==> src/hw/ce_pkg.sv <==
// FIFO depth must be a power of two that fits CE_FIFO_CNT_W; all widths are fixed
package ce_pkg;

   // --------------------------------------------------
   // Bus and data types
   // --------------------------------------------------
   typedef logic [31:0] ce_addr_t;
   typedef logic [63:0] ce_beat_t;
   typedef logic [15:0] ce_beats_t;
   typedef logic [31:0] ce_reg_t;
   typedef logic [2:0]  ce_reg_idx_t;

   // --------------------------------------------------
   // Engine constants
   // --------------------------------------------------
   localparam int CE_BEAT_BYTES = 8;
   localparam int CE_REQ_LIMIT  = 4;
   localparam int CE_REQ_W      = $clog2(CE_REQ_LIMIT + 1);
   localparam int CE_FIFO_DEPTH = 8;
   localparam int CE_FIFO_CNT_W = 4;
   localparam int CE_FIFO_PTR_W = $clog2(CE_FIFO_DEPTH);
   // Room for occupancy plus reservation plus next request
   localparam int CE_RES_W      = CE_FIFO_CNT_W + 1;
   localparam int CE_RST_STAGES = 4;

   localparam ce_reg_t CE_ID_VALUE = 32'hce01_0001;

   // --------------------------------------------------
   // Register map
   // --------------------------------------------------
   localparam ce_reg_idx_t CE_REG_ID     = 3'd0;
   localparam ce_reg_idx_t CE_REG_SRC    = 3'd1;
   localparam ce_reg_idx_t CE_REG_DST    = 3'd2;
   localparam ce_reg_idx_t CE_REG_SIZE   = 3'd3;
   localparam ce_reg_idx_t CE_REG_CTRL   = 3'd4;
   localparam ce_reg_idx_t CE_REG_STATUS = 3'd5;

   // CTRL bits, both self-clearing
   localparam int CE_CTRL_START    = 0;
   localparam int CE_CTRL_SOFT_RST = 1;

   // STATUS bits
   localparam int CE_ST_BUSY    = 0;
   localparam int CE_ST_DONE    = 1;
   localparam int CE_ST_CPL_ERR = 2;
   localparam int CE_ST_WR_ERR  = 3;

endpackage

==> src/hw/ce_cfg_if.sv <==
`timescale 1ns/1ps
// Configuration comes from the register block and stays fixed while the engine is busy
interface ce_cfg_if
   import ce_pkg::*;
(
   input logic clk
);

   // Written by the register block
   ce_addr_t  src_addr;
   ce_addr_t  dst_addr;
   ce_beats_t xfer_beats;
   logic      start;
   logic      abort;

   // Status pulses back from the write side
   logic      wr_done;
   logic      wr_err;

   modport csr (output src_addr, dst_addr, xfer_beats, start, abort,
                input  wr_done, wr_err);
   modport rd  (input  src_addr, xfer_beats, start, abort);
   modport wr  (input  dst_addr, xfer_beats, start, abort,
                output wr_done, wr_err);

   // Busy must block a second start right behind the first
   a_start_pulse : assert property (@(posedge clk) start |=> !start);

endinterface

==> src/hw/ce_csr.sv <==
`timescale 1ns/1ps
// Config writes are ignored while busy; after an error, soft reset before the next copy
module ce_csr
   import ce_pkg::*;
(
   input  logic        clk,
   input  logic        arst_n,
   input  logic        reg_cyc,
   input  logic        reg_stb,
   input  logic        reg_we,
   input  ce_reg_idx_t reg_adr,
   input  ce_reg_t     reg_dat_w,
   output ce_reg_t     reg_dat_r,
   output logic        reg_ack,
   input  logic        cpl_err,
   ce_cfg_if.csr       cfg,
   output logic        core_rst_n
);

   logic                     access;
   logic                     wr_en;
   logic                     rd_en;
   logic                     start_req;
   logic                     soft_rst;
   logic                     busy;
   logic                     done;
   logic                     cpl_err_flag;
   logic                     wr_err_flag;
   logic                     cpl_hit;
   logic                     err_now;
   logic [CE_RST_STAGES-1:0] rst_pipe;
   ce_reg_t                  rd_word;

   // --------------------------------------------------
   // Wishbone classic decode
   // --------------------------------------------------
   assign access    = reg_cyc & reg_stb & ~reg_ack;
   assign wr_en     = access & reg_we;
   assign rd_en     = access & ~reg_we;
   assign soft_rst  = wr_en & (reg_adr == CE_REG_CTRL) & reg_dat_w[CE_CTRL_SOFT_RST];
   assign start_req = wr_en & (reg_adr == CE_REG_CTRL) & reg_dat_w[CE_CTRL_START] & ~busy;

   always_comb begin
      rd_word = '0;
      case (reg_adr)
         CE_REG_ID:   rd_word = CE_ID_VALUE;
         CE_REG_SRC:  rd_word = cfg.src_addr;
         CE_REG_DST:  rd_word = cfg.dst_addr;
         CE_REG_SIZE: rd_word = ce_reg_t'(cfg.xfer_beats);
         CE_REG_STATUS: begin
            rd_word[CE_ST_BUSY]    = busy;
            rd_word[CE_ST_DONE]    = done;
            rd_word[CE_ST_CPL_ERR] = cpl_err_flag;
            rd_word[CE_ST_WR_ERR]  = wr_err_flag;
         end
         default: rd_word = '0;
      endcase
   end

   always_ff @(posedge clk or negedge arst_n) begin
      if (!arst_n) begin
         reg_ack   <= 1'b0;
         reg_dat_r <= '0;
      end else begin
         reg_ack   <= access;
         reg_dat_r <= rd_en ? rd_word : '0;
      end
   end

   // Copy setup, untouched by soft reset
   always_ff @(posedge clk or negedge arst_n) begin
      if (!arst_n) begin
         cfg.src_addr   <= '0;
         cfg.dst_addr   <= '0;
         cfg.xfer_beats <= '0;
      end else if (wr_en && !busy) begin
         case (reg_adr)
            CE_REG_SRC:  cfg.src_addr   <= reg_dat_w;
            CE_REG_DST:  cfg.dst_addr   <= reg_dat_w;
            CE_REG_SIZE: cfg.xfer_beats <= ce_beats_t'(reg_dat_w);
            default: ;
         endcase
      end
   end

   // --------------------------------------------------
   // Status and start pulse
   // --------------------------------------------------
   assign cpl_hit   = busy & cpl_err;
   assign err_now   = cpl_hit | cfg.wr_err;
   // Engines stay stopped while any error bit is up
   assign cfg.abort = cpl_err_flag | wr_err_flag;

   always_ff @(posedge clk or negedge core_rst_n) begin
      if (!core_rst_n) begin
         cfg.start    <= 1'b0;
         busy         <= 1'b0;
         done         <= 1'b0;
         cpl_err_flag <= 1'b0;
         wr_err_flag  <= 1'b0;
      end else begin
         cfg.start <= start_req;
         if (cfg.start) begin
            busy         <= 1'b1;
            done         <= 1'b0;
            cpl_err_flag <= 1'b0;
            wr_err_flag  <= 1'b0;
         end else begin
            if (cfg.wr_done && !err_now) begin
               busy <= 1'b0;
               done <= 1'b1;
            end
            if (cpl_hit) begin
               busy         <= 1'b0;
               cpl_err_flag <= 1'b1;
            end
            if (cfg.wr_err) begin
               busy        <= 1'b0;
               wr_err_flag <= 1'b1;
            end
         end
      end
   end

   // --------------------------------------------------
   // Core reset stretch
   // --------------------------------------------------
   always_ff @(posedge clk or negedge arst_n) begin
      if (!arst_n) begin
         rst_pipe <= '0;
      end else if (soft_rst) begin
         rst_pipe <= '0;
      end else begin
         rst_pipe <= {rst_pipe[CE_RST_STAGES-2:0], 1'b1};
      end
   end

   assign core_rst_n = rst_pipe[CE_RST_STAGES-1];

   a_ack_single : assert property (@(posedge clk) disable iff (!arst_n)
      reg_ack |=> !reg_ack);

endmodule

==> src/hw/ce_rd_req.sv <==
`timescale 1ns/1ps
// One request held on the port at a time; completions must return in request order
module ce_rd_req
   import ce_pkg::*;
(
   input  logic                     clk,
   input  logic                     core_rst_n,
   ce_cfg_if.rd                     cfg,
   output logic                     rd_req_valid,
   input  logic                     rd_req_ready,
   output ce_addr_t                 rd_req_addr,
   output logic [CE_REQ_W-1:0]      rd_req_beats,
   input  logic                     cpl_valid,
   input  logic [CE_FIFO_CNT_W-1:0] fifo_count,
   input  logic                     fifo_pop
);

   ce_addr_t                 next_addr;
   ce_beats_t                remain;
   logic [CE_FIFO_CNT_W-1:0] pending;
   logic [CE_FIFO_CNT_W-1:0] pending_nxt;
   logic [CE_REQ_W-1:0]      next_beats;
   logic [CE_RES_W-1:0]      need;
   logic                     room;
   logic                     issue;

   assign next_beats = (remain > ce_beats_t'(CE_REQ_LIMIT)) ? CE_REQ_W'(CE_REQ_LIMIT)
                                                            : CE_REQ_W'(remain);

   // A beat popped this cycle already frees its slot
   assign need = CE_RES_W'(fifo_count) - CE_RES_W'(fifo_pop)
               + CE_RES_W'(pending) + CE_RES_W'(next_beats);
   assign room  = (need <= CE_RES_W'(CE_FIFO_DEPTH));
   assign issue = !rd_req_valid && (remain != '0) && room && !cfg.start && !cfg.abort;

   // Beats requested but not yet returned
   always_comb begin
      pending_nxt = pending;
      if (rd_req_valid && rd_req_ready) begin
         pending_nxt = pending_nxt + CE_FIFO_CNT_W'(rd_req_beats);
      end
      if (cpl_valid && pending_nxt != '0) begin
         pending_nxt = pending_nxt - 1'b1;
      end
   end

   always_ff @(posedge clk or negedge core_rst_n) begin
      if (!core_rst_n) begin
         rd_req_valid <= 1'b0;
         remain       <= '0;
         pending      <= '0;
      end else begin
         pending <= pending_nxt;
         if (cfg.start) begin
            remain       <= cfg.xfer_beats;
            rd_req_valid <= 1'b0;
         end else if (cfg.abort) begin
            remain       <= '0;
            rd_req_valid <= 1'b0;
         end else if (rd_req_valid) begin
            if (rd_req_ready) rd_req_valid <= 1'b0;
         end else if (issue) begin
            rd_req_valid <= 1'b1;
            remain       <= remain - ce_beats_t'(next_beats);
         end
      end
   end

   // Request payload and source walk
   always_ff @(posedge clk) begin
      if (cfg.start) begin
         next_addr <= cfg.src_addr;
      end else if (issue) begin
         next_addr <= next_addr + ce_addr_t'(next_beats) * ce_addr_t'(CE_BEAT_BYTES);
      end
      if (issue) begin
         rd_req_addr  <= next_addr;
         rd_req_beats <= next_beats;
      end
   end

   a_req_hold : assert property (@(posedge clk) disable iff (!core_rst_n)
      rd_req_valid && !rd_req_ready && !cfg.abort
         |=> rd_req_valid && $stable(rd_req_addr) && $stable(rd_req_beats));

endmodule

==> src/hw/ce_cpl_fifo.sv <==
`timescale 1ns/1ps
// Depth must be a power of two; a push while full is dropped and sets a sticky overflow
module ce_cpl_fifo
   import ce_pkg::*;
(
   input  logic                     clk,
   input  logic                     core_rst_n,
   input  logic                     push,
   input  ce_beat_t                 push_data,
   input  logic                     pop,
   output ce_beat_t                 pop_data,
   output logic [CE_FIFO_CNT_W-1:0] count,
   output logic                     not_empty,
   output logic                     overflow
);

   ce_beat_t                 mem [CE_FIFO_DEPTH];
   logic [CE_FIFO_PTR_W-1:0] wr_ptr;
   logic [CE_FIFO_PTR_W-1:0] rd_ptr;
   logic                     full;
   logic                     push_ok;
   logic                     pop_ok;

   assign full      = (count == CE_FIFO_CNT_W'(CE_FIFO_DEPTH));
   assign not_empty = (count != '0);
   assign push_ok   = push & ~full;
   assign pop_ok    = pop & not_empty;
   assign pop_data  = mem[rd_ptr];

   always_ff @(posedge clk) begin
      if (push_ok) mem[wr_ptr] <= push_data;
   end

   always_ff @(posedge clk or negedge core_rst_n) begin
      if (!core_rst_n) begin
         wr_ptr   <= '0;
         rd_ptr   <= '0;
         count    <= '0;
         overflow <= 1'b0;
      end else begin
         if (push_ok) wr_ptr <= wr_ptr + 1'b1;
         if (pop_ok)  rd_ptr <= rd_ptr + 1'b1;
         count <= count + CE_FIFO_CNT_W'(push_ok) - CE_FIFO_CNT_W'(pop_ok);
         if (push && full) overflow <= 1'b1;
      end
   end

   // Read reservation upstream must keep completions from hitting a full FIFO
   a_no_overflow : assert property (@(posedge clk) disable iff (!core_rst_n)
      push |-> !full);

endmodule

==> src/hw/ce_wr_ctl.sv <==
`timescale 1ns/1ps
// One write outstanding; a response is only seen in a cycle after wr_ready
module ce_wr_ctl
   import ce_pkg::*;
(
   input  logic     clk,
   input  logic     core_rst_n,
   ce_cfg_if.wr     cfg,
   input  logic     fifo_not_empty,
   output logic     fifo_pop,
   input  ce_beat_t fifo_data,
   output logic     wr_valid,
   input  logic     wr_ready,
   output ce_addr_t wr_addr,
   output ce_beat_t wr_data,
   input  logic     wr_resp_valid,
   input  logic     wr_resp_err
);

   logic      active;
   logic      resp_wait;
   ce_beats_t resp_cnt;
   ce_beats_t resp_next;
   ce_addr_t  next_addr;

   assign resp_next = resp_cnt + 1'b1;

   // Load the write register straight from the FIFO head
   assign fifo_pop = active && !wr_valid && !resp_wait && fifo_not_empty
                     && !cfg.start && !cfg.abort;

   always_ff @(posedge clk or negedge core_rst_n) begin
      if (!core_rst_n) begin
         active      <= 1'b0;
         resp_wait   <= 1'b0;
         resp_cnt    <= '0;
         wr_valid    <= 1'b0;
         cfg.wr_done <= 1'b0;
         cfg.wr_err  <= 1'b0;
      end else begin
         cfg.wr_done <= 1'b0;
         cfg.wr_err  <= 1'b0;
         if (cfg.start) begin
            // Zero-beat copy finishes at once
            active      <= (cfg.xfer_beats != '0);
            cfg.wr_done <= (cfg.xfer_beats == '0);
            resp_cnt    <= '0;
            resp_wait   <= 1'b0;
            wr_valid    <= 1'b0;
         end else if (cfg.abort) begin
            active    <= 1'b0;
            resp_wait <= 1'b0;
            wr_valid  <= 1'b0;
         end else begin
            if (fifo_pop) wr_valid <= 1'b1;
            if (wr_valid && wr_ready) begin
               wr_valid  <= 1'b0;
               resp_wait <= 1'b1;
            end
            if (resp_wait && wr_resp_valid) begin
               resp_wait <= 1'b0;
               if (wr_resp_err) begin
                  active     <= 1'b0;
                  cfg.wr_err <= 1'b1;
               end else begin
                  resp_cnt <= resp_next;
                  if (resp_next == cfg.xfer_beats) begin
                     active      <= 1'b0;
                     cfg.wr_done <= 1'b1;
                  end
               end
            end
         end
      end
   end

   // Write payload and destination walk
   always_ff @(posedge clk) begin
      if (cfg.start) begin
         next_addr <= cfg.dst_addr;
      end else if (fifo_pop) begin
         next_addr <= next_addr + ce_addr_t'(CE_BEAT_BYTES);
      end
      if (fifo_pop) begin
         wr_addr <= next_addr;
         wr_data <= fifo_data;
      end
   end

   a_wr_hold : assert property (@(posedge clk) disable iff (!core_rst_n)
      wr_valid && !wr_ready && !cfg.abort
         |=> wr_valid && $stable(wr_addr) && $stable(wr_data));

endmodule

==> src/hw/ce_top.sv <==
`timescale 1ns/1ps
// Single clock; completions have no back-pressure and rely on the read reservation
module ce_top
   import ce_pkg::*;
(
   input  logic                clk,
   input  logic                arst_n,
   // Wishbone register port
   input  logic                reg_cyc,
   input  logic                reg_stb,
   input  logic                reg_we,
   input  ce_reg_idx_t         reg_adr,
   input  ce_reg_t             reg_dat_w,
   output ce_reg_t             reg_dat_r,
   output logic                reg_ack,
   // Read requests
   output logic                rd_req_valid,
   output ce_addr_t            rd_req_addr,
   output logic [CE_REQ_W-1:0] rd_req_beats,
   input  logic                rd_req_ready,
   // Completions
   input  logic                cpl_valid,
   input  ce_beat_t            cpl_data,
   input  logic                cpl_err,
   // Destination writes
   output logic                wr_valid,
   output ce_addr_t            wr_addr,
   output ce_beat_t            wr_data,
   input  logic                wr_ready,
   input  logic                wr_resp_valid,
   input  logic                wr_resp_err
);

   logic                     core_rst_n;
   logic                     cpl_fault;
   logic                     fifo_pop;
   logic                     fifo_not_empty;
   logic                     fifo_overflow;
   logic [CE_FIFO_CNT_W-1:0] fifo_count;
   ce_beat_t                 fifo_data;

   ce_cfg_if i_cfg (.clk(clk));

   // A lost completion counts the same as a bad one
   assign cpl_fault = (cpl_valid & cpl_err) | fifo_overflow;

   ce_csr i_csr (
      .clk        (clk),
      .arst_n     (arst_n),
      .reg_cyc    (reg_cyc),
      .reg_stb    (reg_stb),
      .reg_we     (reg_we),
      .reg_adr    (reg_adr),
      .reg_dat_w  (reg_dat_w),
      .reg_dat_r  (reg_dat_r),
      .reg_ack    (reg_ack),
      .cpl_err    (cpl_fault),
      .cfg        (i_cfg.csr),
      .core_rst_n (core_rst_n)
   );

   ce_rd_req i_rd_req (
      .clk          (clk),
      .core_rst_n   (core_rst_n),
      .cfg          (i_cfg.rd),
      .rd_req_valid (rd_req_valid),
      .rd_req_ready (rd_req_ready),
      .rd_req_addr  (rd_req_addr),
      .rd_req_beats (rd_req_beats),
      .cpl_valid    (cpl_valid),
      .fifo_count   (fifo_count),
      .fifo_pop     (fifo_pop)
   );

   ce_cpl_fifo i_cpl_fifo (
      .clk        (clk),
      .core_rst_n (core_rst_n),
      .push       (cpl_valid),
      .push_data  (cpl_data),
      .pop        (fifo_pop),
      .pop_data   (fifo_data),
      .count      (fifo_count),
      .not_empty  (fifo_not_empty),
      .overflow   (fifo_overflow)
   );

   ce_wr_ctl i_wr_ctl (
      .clk            (clk),
      .core_rst_n     (core_rst_n),
      .cfg            (i_cfg.wr),
      .fifo_not_empty (fifo_not_empty),
      .fifo_pop       (fifo_pop),
      .fifo_data      (fifo_data),
      .wr_valid       (wr_valid),
      .wr_ready       (wr_ready),
      .wr_addr        (wr_addr),
      .wr_data        (wr_data),
      .wr_resp_valid  (wr_resp_valid),
      .wr_resp_err    (wr_resp_err)
   );

endmodule

==> config.mk <==
export PLATFORM = sky130hd
export DESIGN_NAME = ce_top
export DESIGN_NICKNAME = d
export VERILOG_FILES = /design/src/hw/ce_pkg.sv /design/src/hw/ce_cfg_if.sv /design/src/hw/ce_csr.sv /design/src/hw/ce_rd_req.sv /design/src/hw/ce_cpl_fifo.sv /design/src/hw/ce_wr_ctl.sv /design/src/hw/ce_top.sv
export SDC_FILE = /design/constraint.sdc
export NUM_CORES = 1
export LEC_CHECK = 0
export ABC_CLOCK_PERIOD_IN_PS = 3050
export BUFFER_PORTS_ARGS = -buffer_cell sky130_fd_sc_hd__buf_2
export CAP_MARGIN = 15
export CORE_MARGIN = 8
export CORE_UTILIZATION = 45
export DETAILED_ROUTE_END_ITERATION = 7
export GPL_TIMING_DRIVEN = 1
export PLACE_DENSITY_LB_ADDON = 0.05
export SETUP_SLACK_MARGIN = 0.5
export SLEW_MARGIN = 20
export SYNTH_ARGS = -nofsm -noshare
export SYNTH_HDL_FRONTEND = slang
export SYNTH_SLANG_ARGS = --single-unit
export TNS_END_PERCENT = 100
==> constraint.sdc <==
create_clock -name clk -period 3.05 [get_ports clk]
set_input_delay 0.4575 -clock clk [delete_from_list [all_inputs] [get_ports clk]]
set_output_delay 0.4575 -clock clk [all_outputs]
set_load 0.005 [all_outputs]
Yosys cells after proc, flatten, opt, wreduce, memory -nomap -nowiden
Memory sizes are Yosys's and may differ from the RTL's. A register that Yosys moved wholly into a read port is not among the register bits.
Index checks and enable logic that the tools add are counted.
{"block": "op_classes", "bitwise_logic": 19, "add_sub_neg": 13, "reduce_logical": 47, "n_eq_ne": 10, "n_lt_le_gt_ge": 2, "muxes": 58}
{"op": "32-bit two-way mux", "n": 5}
{"op": "16-bit two-way mux", "n": 8}
{"op": "28-bit case mux with 4 select lines", "n": 1}
{"op": "1-bit two-way mux", "n": 39}
{"op": "32-bit by 4-bit adder with 32-bit output (second input constant)", "n": 1}
{"op": "32-bit by 6-bit adder with 32-bit output", "n": 1}
{"op": "16-bit nonzero test", "n": 2}
{"op": "4-bit nonzero test", "n": 6}
{"op": "4-bit case mux with 5 select lines", "n": 1}
{"op": "16-bit by 1-bit adder with 16-bit output (second input constant)", "n": 1}
{"op": "16-bit == test", "n": 1}
{"op": "16-bit by 3-bit > comparator with 1-bit output (second input constant)", "n": 1}
{"op": "1-bit logical AND", "n": 16}
{"op": "16-bit logical NOT", "n": 1}
{"op": "16-bit by 3-bit subtractor with 16-bit output", "n": 1}
{"op": "1-bit AND", "n": 12}
{"op": "4-bit two-way mux", "n": 3}
{"op": "2-bit nonzero test", "n": 6}
{"op": "2-bit AND reduction", "n": 5}
{"op": "1-bit logical NOT", "n": 7}
{"op": "3-bit by 1-bit adder with 3-bit output (second input constant)", "n": 2}
{"op": "3-bit by 2-bit == test with 1-bit output (second input constant)", "n": 2}
{"op": "3-bit == test (second input constant)", "n": 2}
{"op": "3-bit nonzero test", "n": 2}
{"op": "other kinds (18)", "n": 23}
{"block": "word_totals", "in_bits": 110, "out_inout_bits": 166, "mem_bits_rw": 512, "register_bits": 306, "memories": 1}
{"name": "i_cpl_fifo.mem", "words": 8, "width": 64, "read_ports": 1, "rd_ports_with_merged_regs": 1, "write_ports": 1, "line_no": "ce_cpl_fifo.sv:17", "source": "ce_beat_t mem [CE_FIFO_DEPTH];"}

Depth between registers and ports, before layout
Gate-level depths: netlist of the first run.
{"block": "logic_depth", "word_depth": 17, "mapped_depth": 16, "mapped_depth_nobuf": 15}

Hierarchy
A second synthesis of the first run with hierarchy kept.
{"block": "hier_totals", "cells_unflattened": 2044, "area_unflattened_um2": 35786.8}
{"mod": "ce_cpl_fifo", "area_each_um2": 19824.0, "cells_per_inst": 798, "n_inst": 1}
{"mod": "ce_wr_ctl", "area_each_um2": 6214.7, "cells_per_inst": 460, "n_inst": 1}
{"mod": "ce_csr", "area_each_um2": 5013.6, "cells_per_inst": 359, "n_inst": 1}
{"mod": "ce_rd_req", "area_each_um2": 4727.0, "cells_per_inst": 426, "n_inst": 1}
{"mod": "ce_top", "area_each_um2": 7.5, "cells_per_inst": 1, "n_inst": 1}

Worst setup path before layout of the first run
No wires, ideal clock.
{"block": "synth_timing", "kind": "register -> register", "start": "register i_csr.wr_err_flag", "end": "register i_rd_req.next_addr[10], enable pin", "n_path_buf": 1, "stages_incl_launch_ff": 14, "slack_ns": -7.301, "t_arrival_ns": 9.895, "setup_ns": 0.456, "path_cell_list": "dfrtp_1 or3_1 clkbuf_1 nor2_1 ha_1 fa_1 inv_1 ha_1 fa_1 nor2_1 a21oi_1 nor3_1 nand2_2 o21ai_0"}
{"block": "synth_between", "elab_chain_len": 11}
{"item": "from (decl)", "line_no": "ce_csr.sv:28", "source": "logic wr_err_flag;"}
{"item": "from (signal assigned)", "line_no": "ce_csr.sv:100", "source": "wr_err_flag <= 1'b0;"}
{"item": "from (signal assigned)", "line_no": "ce_csr.sv:107", "source": "wr_err_flag <= 1'b0;"}
{"item": "from (signal assigned)", "line_no": "ce_csr.sv:119", "source": "wr_err_flag <= 1'b1;"}
{"item": "1-bit bitwise OR", "line_no": "ce_csr.sv:92", "source": "assign cfg.abort = cpl_err_flag | wr_err_flag;"}
{"item": "1-bit logical NOT", "line_no": "ce_wr_ctl.sv:30", "source": "&& !cfg.start && !cfg.abort;"}
{"item": "1-bit logical AND", "line_no": "ce_wr_ctl.sv:30"}
{"item": "named net fifo_pop", "line_no": "ce_top.sv:36", "source": "logic fifo_pop;"}
{"item": "4-bit by 1-bit subtractor with 5-bit output", "line_no": "ce_rd_req.sv:31", "source": "assign need = CE_RES_W'(fifo_count) - CE_RES_W'(fifo_pop)"}
{"item": "5-bit by 4-bit adder with 5-bit output", "line_no": "ce_rd_req.sv:32", "source": "+ CE_RES_W'(pending) + CE_RES_W'(next_beats);"}
{"item": "5-bit by 3-bit adder with 5-bit output", "line_no": "ce_rd_req.sv:32"}
{"item": "5-bit by 4-bit less-or-equal comparator with 1-bit output", "line_no": "ce_rd_req.sv:33", "source": "assign room = (need <= CE_RES_W'(CE_FIFO_DEPTH));"}
{"item": "1-bit logical AND (3 in a row)", "line_no": "ce_rd_req.sv:34", "source": "assign issue = !rd_req_valid && (remain != '0) && room && !cfg.start && !cfg.abort;"}
{"item": "2-bit nonzero test (no source line)"}
{"item": "to (signal assigned)", "line_no": "ce_rd_req.sv:72", "source": "next_addr <= cfg.src_addr;"}
{"item": "to (signal assigned)", "line_no": "ce_rd_req.sv:74", "source": "next_addr <= next_addr + ce_addr_t'(next_beats) * ce_addr_t'(CE_BEAT_BYTES);"}
{"item": "to (decl)", "line_no": "ce_rd_req.sv:18", "source": "ce_addr_t next_addr;"}
The timed path passes the listed nets, and every way through them passes these cells.
A chain may end at the register's enable or synchronous reset.

Final worst setup path of the first run
{"block": "layout_timing", "start": "register i_rd_req.remain[9]", "end": "register i_rd_req.next_addr[4], enable pin"}
{"block": "layout_between", "elab_chain_len": 8, "elab_cells_between_ends": 10}
{"item": "from (decl)", "line_no": "ce_rd_req.sv:19", "source": "ce_beats_t remain;"}
{"item": "from (signal assigned)", "line_no": "ce_rd_req.sv:55", "source": "remain <= cfg.xfer_beats;"}
{"item": "from (signal assigned)", "line_no": "ce_rd_req.sv:64", "source": "remain <= remain - ce_beats_t'(next_beats);"}
{"item": "16-bit by 3-bit > comparator with 1-bit output", "line_no": "ce_rd_req.sv:27", "source": "assign next_beats = (remain > ce_beats_t'(CE_REQ_LIMIT)) ? CE_REQ_W'(CE_REQ_LIMIT)"}
{"item": "3-bit two-way mux", "line_no": "ce_rd_req.sv:27"}
{"item": "5-bit by 3-bit adder with 5-bit output", "line_no": "ce_rd_req.sv:32"}
{"item": "5-bit by 4-bit less-or-equal comparator with 1-bit output", "line_no": "ce_rd_req.sv:33"}
{"item": "1-bit logical AND (*) (3 in a row)", "line_no": "ce_rd_req.sv:34"}
{"item": "2-bit nonzero test (no source line) (*)"}
Mark *: on every way between the ends. The rest lies on a longest branch, timed or not.

==> flow_summary.json, run 1 <==
{
  "synthesis.area_um2": 35400,
  "grt_pass1_vias": 20560,
  "vias": 19610,
  "die_y_um": 296.5,
  "max-slew-margin-rel_pct": 26.89,
  "ys_top_cells_by_area": "edfxtp_1, dfrtp_1, mux4_2",
  "crit_arrival_ps": 4600,
  "fin_crit_sh_pct": 139.5,
  "setup_ws_ps": -1204,
  "dp_hpwl_mm": 53.05,
  "cpPeakStageDelay_ps": 560,
  "ys_async_sr_fraction_pct": 19.84,
  "drive_gt1_share_pct": 37.10,
  "worst_pin_slew_ps": 1093,
  "fin_crit_ps": 4254,
  "synthFlopType": "edfxtp_1",
  "holdPathStages": 2,
  "root_buffer": "clkbuf_16",
  "leakage_nw": 15.48,
  "synth_enable_flop_cells": 707,
  "reg2reg_depth": 16,
  "regToRegStartpoint": "i_rd_req.remain[9]",
  "synth_fp_nets": 2189,
  "synth_cells": 2045,
  "start_util_pct": 45.11,
  "cts_tree": "built",
  "cts_made_buffers": 93,
  "tns_ps": -111020,
  "avgViaCountPerCell": 5.441,
  "clk_path_buf_depth": 3,
  "wl_per_cell_um": 23.93,
  "min_to": "i_csr.cfg.dst_addr[27]",
  "ys_ff_latch": 882,
  "grt_antenna_before_repair": 9,
  "die_x_um": 296.5,
  "ioPinCount": 276,
  "r2r_slack_ps": -1200,
  "core_area_um2": 78480,
  "cap_violations": 0,
  "clock.fmax_ghz": 0.2351,
  "yosysSeqAreaShare_pct": 72.34,
  "rr_endpoint": "i_rd_req.next_addr[4]",
  "power_density_nw_per_um2": 897.7,
  "place_congestion": 0.8457,
  "worst_hold_path_type": "input pin to flip-flop",
  "grt_util_all_layers_pct": 19.37,
  "synth_top_cell_area_share_pct": 59.97,
  "cp-start-kind": "flip-flop",
  "setup_viol": 109,
  "firstDrtPassIters": 7,
  "area_growth_pct": 22.31,
  "fill_cells": 6236,
  "clock-sinks": 882,
  "total_power_w": 0.03887,
  "grt_max_degree": 110,
  "hold_viol": 0,
  "yosys_warnings": 0,
  "io_buffers": 275,
  "crit_path_end_kind": "flip-flop",
  "syn_area_per_cell_um2": 17.31,
  "run_status": "complete, but fails checks",
  "synth.distinct_cells": 67,
  "rows": 103,
  "drv_slew": 0,
  "drc": 0,
  "violations": "negative setup slack",
  "grt_first_pass_wirelength_mm": 128.4,
  "clkSlewWorstSetupHoldPaths_ps": 60,
  "clock_latency_ps": 650,
  "crit_fanout": 7,
  "grt-ovfl-total": 0,
  "crit_chain": "or4_4, nor4_4, and3b_2, nand2_4, ha_4, inv_2, fa_2, ha_4, fa_1, nor2_2, a21oi_2, nor3_4, nand2_4, o21ai_4, buf_6, clkbuf_16",
  "hp-start": "reg_dat_w[27]",
  "drt_wl_total_mm": 86.24,
  "rsz0062_at_grt": "true",
  "clock_skew_ps": 37.21,
  "nNetsFinal": 2610,
  "die_area_um2": 87900,
  "yosys.area.top_type": "edfxtp_1",
  "drt_first_iter_violations": 1347,
  "slowest_stage": "or4_4",
  "h-tree-depth": 3,
  "crit_required_ps": 3400,
  "drtAntennaViolNets": 0,
  "worst-setup-path-type": "flip-flop to flip-flop",
  "peakVddDrop_v": 0.001358
}
-- worst max path at each step --
stage                         from  cells past startpoint                      end
2_1_floorplan    i_csr.wr_err_flag                     13  i_rd_req.rd_req_addr[0]
3_3_place_gp    i_rd_req.remain[7]                     14       i_rd_req.remain[1]
3_5_place_dp    i_rd_req.remain[7]                     14       i_rd_req.remain[1]
4_1_cts        i_rd_req.remain[10]                     18   i_rd_req.next_addr[11]
5_1_grt         i_rd_req.remain[9]                     16    i_rd_req.next_addr[4]
6_report        i_rd_req.remain[9]                     16    i_rd_req.next_addr[4]
-- synthesized netlist by cell type, drive strengths merged (10+ instances only) --
| master | count |
|---|---|
| a21o | 11 |
| a21oi | 44 |
| a22oi | 10 |
| and2 | 14 |
| and3 | 18 |
| buf | 30 |
| clkbuf | 63 |
| dfrtp | 175 |
| edfxtp | 707 |
| ha | 27 |
| inv | 42 |
| mux2 | 152 |
| mux2i | 16 |
| mux4 | 128 |
| nand2 | 110 |
| nand2b | 10 |
| nand3 | 45 |
| nand4 | 22 |
| nor2 | 116 |
| nor3 | 30 |
| nor4 | 13 |
| o21ai | 79 |
| or3 | 11 |
| xnor2 | 58 |
| xor2 | 42 |
-- stage by stage --
step | cells | cell area [um2] | util, % | setup WS, ps | hold WS, ps
2_1_floorplan | 2045 | 35720 | - | -2432 | 161.9
3_3_place_gp | 3389 | 39200 | 49.95 | -1226 | 410.5
3_5_place_dp | 3389 | 39200 | 49.95 | -1233 | 404.5
4_1_cts | 3580 | 42870 | 54.63 | -1165 | 12.10
5_1_grt | 3597 | 43280 | 55.15 | -1345 | 27.79
6_report | 3604 | 43300 | 55.17 | -1204 | 55.91
-- sequential cells by signal, indices dropped and copies added (netlist names), 3 cells and up --
name and count:
i_rd_req.rd_req_addr 32, i_cpl_fifo.rd_ptr 3, i_rd_req.remain 16, i_wr_ctl.resp_cnt 16, i_cpl_fifo.mem 512, i_rd_req.pending 4, i_csr.cfg.xfer_beats 16, i_rd_req.rd_req_beats 3
i_csr.reg_dat_r 32, i_csr.rst_pipe 4, i_wr_ctl.wr_data 64, i_cpl_fifo.wr_ptr 3, i_csr.cfg.src_addr 32, i_cpl_fifo.count 4, i_wr_ctl.next_addr 32, i_csr.cfg.dst_addr 32
i_wr_ctl.wr_addr 32, i_rd_req.next_addr 32
-- cells in the final DEF, fill, tap and decap left out, types with 30 or more instances in the layout --
master	synthesis	final
a21oi_1	44	39
buf_12	0	30
buf_2	10	274
buf_4	0	87
clkbuf_16	0	102
dfrtp_1	175	170
edfxtp_1	707	707
inv_1	42	38
mux2_2	151	151
mux4_2	128	128
nand2_1	108	106
nand3_1	45	39
nor2_1	116	97
o21ai_0	78	47
xnor2_1	58	50
xor2_1	42	41
-- routing by layer --
metal / share of wire, % / global-route usage, % / up-vias
met3: 5.8 / 3.685 / 135
li1: - / - / 8770
met1: 44 / 26.83 / 10210
met2: 48 / 31.35 / 489
met5: 0.020 / 0 / -
met4: 2.2 / 5.618 / 2
-- logic make-up (layout without fill, tap and decap cells) --
group                      Yosys count  count (layout)  share of synthesized area [%]
and+or+nand+nor                    409             409                          5.588
DFF                                882             882                          72.34
buffers and inverters              136             638                          1.499
xor gates and xnor gates           100             100                          2.474
muxes                              296             296                          13.44
adders and majority gates           34              34                          1.350
other                                1               8                        0.01059
AOI/OAI and AO/OA                  187             187                          3.301
-- repair_timing --
item                                   4_1_cts  5_1_grt
pin swaps                                   25       15
cloned                                       1        8
buffers inserted                            13        9
setup endpoints to repair                  171      152
gates resized for setup                     60       34
endpoints found under the hold margin       53        0
hold buffers                                 1        0
-- report_power, final --
group	internal (W)	switching (W)	total (W)
Clock	0.00716	0.00480	0.0120
Sequential	0.0148	0.000694	0.0155
Combinational	0.00517	0.00626	0.0114
Total	0.0271	0.0118	0.0389
-- critical path: cells and delay by family (launching register included) --
kind / cells / cell delay [ps]
buffers and inverters: 3 / 370
adder cells (fa/ha/maj): 4 / 1360
AO/OA/AOI/OAI: 2 / 290
AND/OR/NAND/NOR: 7 / 1570
flip-flops: 1 / 370
-- final cells by class --
class	instances	area (um2)	share of cell area, %
flip-flops and latches	882	25630	59.18
clock buffers	116	2539	5.863
well taps	1050	1314	3.034
clock inverters	60	755.7	1.745
inverters	43	163.9	0.3785
multi-input cells	1027	9846	22.74
diodes	7	17.52	0.04045
repair buffers	419	3039	7.019
(Power assumes the default switching activity.)
==> run 2: changes to the inputs <==
Settings changed: BUFFER_PORTS_ARGS -buffer_cell sky130_fd_sc_hd__buf_2 to -buffer_cell sky130_fd_sc_hd__buf_4, SLEW_MARGIN 20 to 40.
==> run 2 against run 1 <==
Setup slack improved by 23 ps. Die area did not move. Worst hold slack got worse by 6.9 ps. The flow still finishes with violations (negative setup slack). Global-route usage rose by 0.10 points. Clock skew rose by 20 ps. Via count fell by 0.65%. First-iteration DRC count fell by 20%. Cell count rose by 0.25%. Critical endpoint is now i_rd_req.rd_req_addr[25]. Non-clock buffer count rose by 14.
==> flow_summary.json, run 2 (synthesized netlist as in run 1, its figures left out) <==
{
  "run_status": "complete, but fails checks",
  "violations": "negative setup slack",
  "crit_required_ps": 3390,
  "drv_slew": 0,
  "drc": 0,
  "worst_pin_slew_ps": 841.3,
  "start_util_pct": 45.11,
  "mostFrequentLayoutCells": "edfxtp_1, buf_4, dfrtp_1",
  "total_power_w": 0.03884,
  "core_area_um2": 78480,
  "fin_crit_sh_pct": 138.7,
  "r2r_slack_ps": -1180,
  "crit_fanout": 18,
  "place_congestion": 0.8320,
  "layoutNonFillerInstCount": 3613,
  "worst-setup-path-type": "flip-flop to flip-flop",
  "rsz0062_at_grt": "true",
  "cap_violations": 0,
  "crit_chain": "or4_4, nor4_4, and3b_2, nand2_4, ha_4, inv_2, fa_1, ha_2, fa_1, nor2_1, a21oi_2, nor3_4, nand2_4, buf_6, nor2_4, buf_4, buf_12",
  "cts_tree": "built",
  "clock.fmax_ghz": 0.2364,
  "startpoint": "i_rd_req.remain[7]",
  "cp-start-kind": "flip-flop",
  "firstDrtPassIters": 7,
  "clock-sinks": 882,
  "clkSlewWorstSetupHoldPaths_ps": 60,
  "grt_pass1_vias": 20960,
  "grt_max_degree": 119,
  "drt_wl_total_mm": 86.13,
  "nNetsFinal": 2625,
  "drtAntennaViolNets": 0,
  "wl_per_cell_um": 23.84,
  "grt_util_all_layers_pct": 19.48,
  "slowest_stage": "or4_4",
  "top_regs": "i_cpl_fifo.mem (512), i_wr_ctl.wr_data (64)",
  "root_buffer": "clkbuf_16",
  "rows": 103,
  "leakage_nw": 15.68,
  "reg2reg_depth": 17,
  "max-slew-margin-rel_pct": 43.91,
  "die_x_um": 296.5,
  "drive_gt1_share_pct": 36.76,
  "grt-ovfl-total": 0,
  "fin_crit_ps": 4230,
  "largest_register_ffs": 512,
  "avgViaCountPerCell": 5.392,
  "grt_antenna_before_repair": 4,
  "crit_end": "i_rd_req.rd_req_addr[25]",
  "regToRegStartpoint": "i_rd_req.remain[7]",
  "final_common_cell": "edfxtp_1",
  "cpPeakStageDelay_ps": 560,
  "h-tree-depth": 3,
  "crit_path_end_kind": "flip-flop",
  "vias": 19480,
  "dp_hpwl_mm": 53.34,
  "clock_latency_ps": 640,
  "setup_ws_ps": -1180,
  "drt_first_iter_violations": 1081,
  "tns_ps": -114080,
  "die_area_um2": 87900,
  "hold_viol": 0,
  "largest-register": "i_cpl_fifo.mem",
  "cts_made_buffers": 94,
  "peakVddDrop_v": 0.001293,
  "area_growth_pct": 24.06,
  "worst_hold_path_type": "input pin to flip-flop",
  "clk_path_buf_depth": 3,
  "path_buf_inv": 4,
  "power_density_nw_per_um2": 884.4,
  "setup_viol": 109,
  "rr_endpoint": "i_rd_req.rd_req_addr[25]",
  "crit_family": "simple AND/OR/NAND/NOR gates",
  "die_y_um": 296.5,
  "ioPinCount": 276,
  "grt_first_pass_wirelength_mm": 129.6,
  "crit_arrival_ps": 4570,
  "clock_skew_ps": 57.56,
  "path_depth": 17,
  "io_buffers": 275,
  "place_inst": 3393,
  "fin_util_pct": 55.96
}
run 2: cell types whose count changed in the layout (fill, tap and decap cells not counted), moves of 3 or more:
cell | before | now
buf_4 | 87 | 366
nor2_1 | 97 | 101
clkinvlp_4 | 6 | 3
dlygate4sd3_1 | 1 | 10
buf_12 | 30 | 23
clkbuf_8 | 4 | 7
xnor2_2 | 8 | 5
buf_2 | 274 | 0
buf_8 | 4 | 7
buf_6 | 17 | 21
clkinv_1 | 15 | 23
diode_2 | 7 | 3
run 2: area by class of cell:
type	instances	area (um2)
tap	1050	1314
clock inverter	58	629.4
timing repair buffer	433	3794
inverter	43	163.9
multi-input combinational	1027	9821
sequential	882	25630
fill	6114	34560
antenna	3	7.507
clock buffer	117	2562
run 2: layer usage:
metal | global-route usage (%) | part of all wire [%] | vias to the layer above
met5 | 0 | 0.0081 | -
met2 | 32.18 | 49 | 465
met4 | 4.480 | 1.6 | 2
met3 | 3.909 | 5.6 | 97
li1 | - | - | 8808
met1 | 26.73 | 44 | 10110
run 2: stage by stage:
step / cell area [um2] / setup slack, ps / hold slack [ps]
global placement: 39840 / -1243 / 406.0
detailed placement: 39900 / -1239 / 319.0
finish: 43920 / -1180 / 49.02
floorplan: 35720 / -2432 / 161.9
CTS: 43640 / -1128 / 1.341
global route: 43910 / -1321 / 14.72
run 2: what timing repair did:
| action | in CTS | in global routing |
|---|---|---|
| hold buffers | 10 | 0 |
| setup endpoints to repair | 168 | 152 |
| gates cloned | 2 | 5 |
| endpoints found under the hold margin | 93 | 0 |
| pin swaps | 32 | 15 |
| setup buffers | 15 | 10 |
| resized for setup | 69 | 24 |
run 2: worst min-delay path by stage:
| stage | cells after the start | startpoint | endpoint |
|---|---|---|---|
| final | 1 | cpl_data[9] | i_cpl_fifo.mem[2][9] |
| after detailed placement | 0 | i_csr.rst_pipe[3] | i_rd_req.rd_req_valid |
| after global placement | 0 | i_csr.rst_pipe[3] | i_rd_req.rd_req_valid |
| after global routing | 1 | cpl_data[7] | i_cpl_fifo.mem[6][7] |
| after CTS | 1 | cpl_data[51] | i_cpl_fifo.mem[7][51] |
| after floorplan | 0 | arst_n | i_csr.cfg.dst_addr[0] |
run 2: worst reg2reg max path: cells and delay by family (launching register included):
kind                       cells  cell delay (ps)
AOI/OAI and AO/OA              1              100
DFF                            1              400
and+or+nand+nor                8             1610
adders and majority gates      4             1360
buffers and inverters          4              440
run 2: where the power goes:
group	internal (W)	total [W]	leakage (nW)	switching, W
clock network	0.00698	0.0116	1.56	0.00466
registers	0.0148	0.0155	8.72	0.000710
logic	0.00542	0.0117	5.40	0.00628
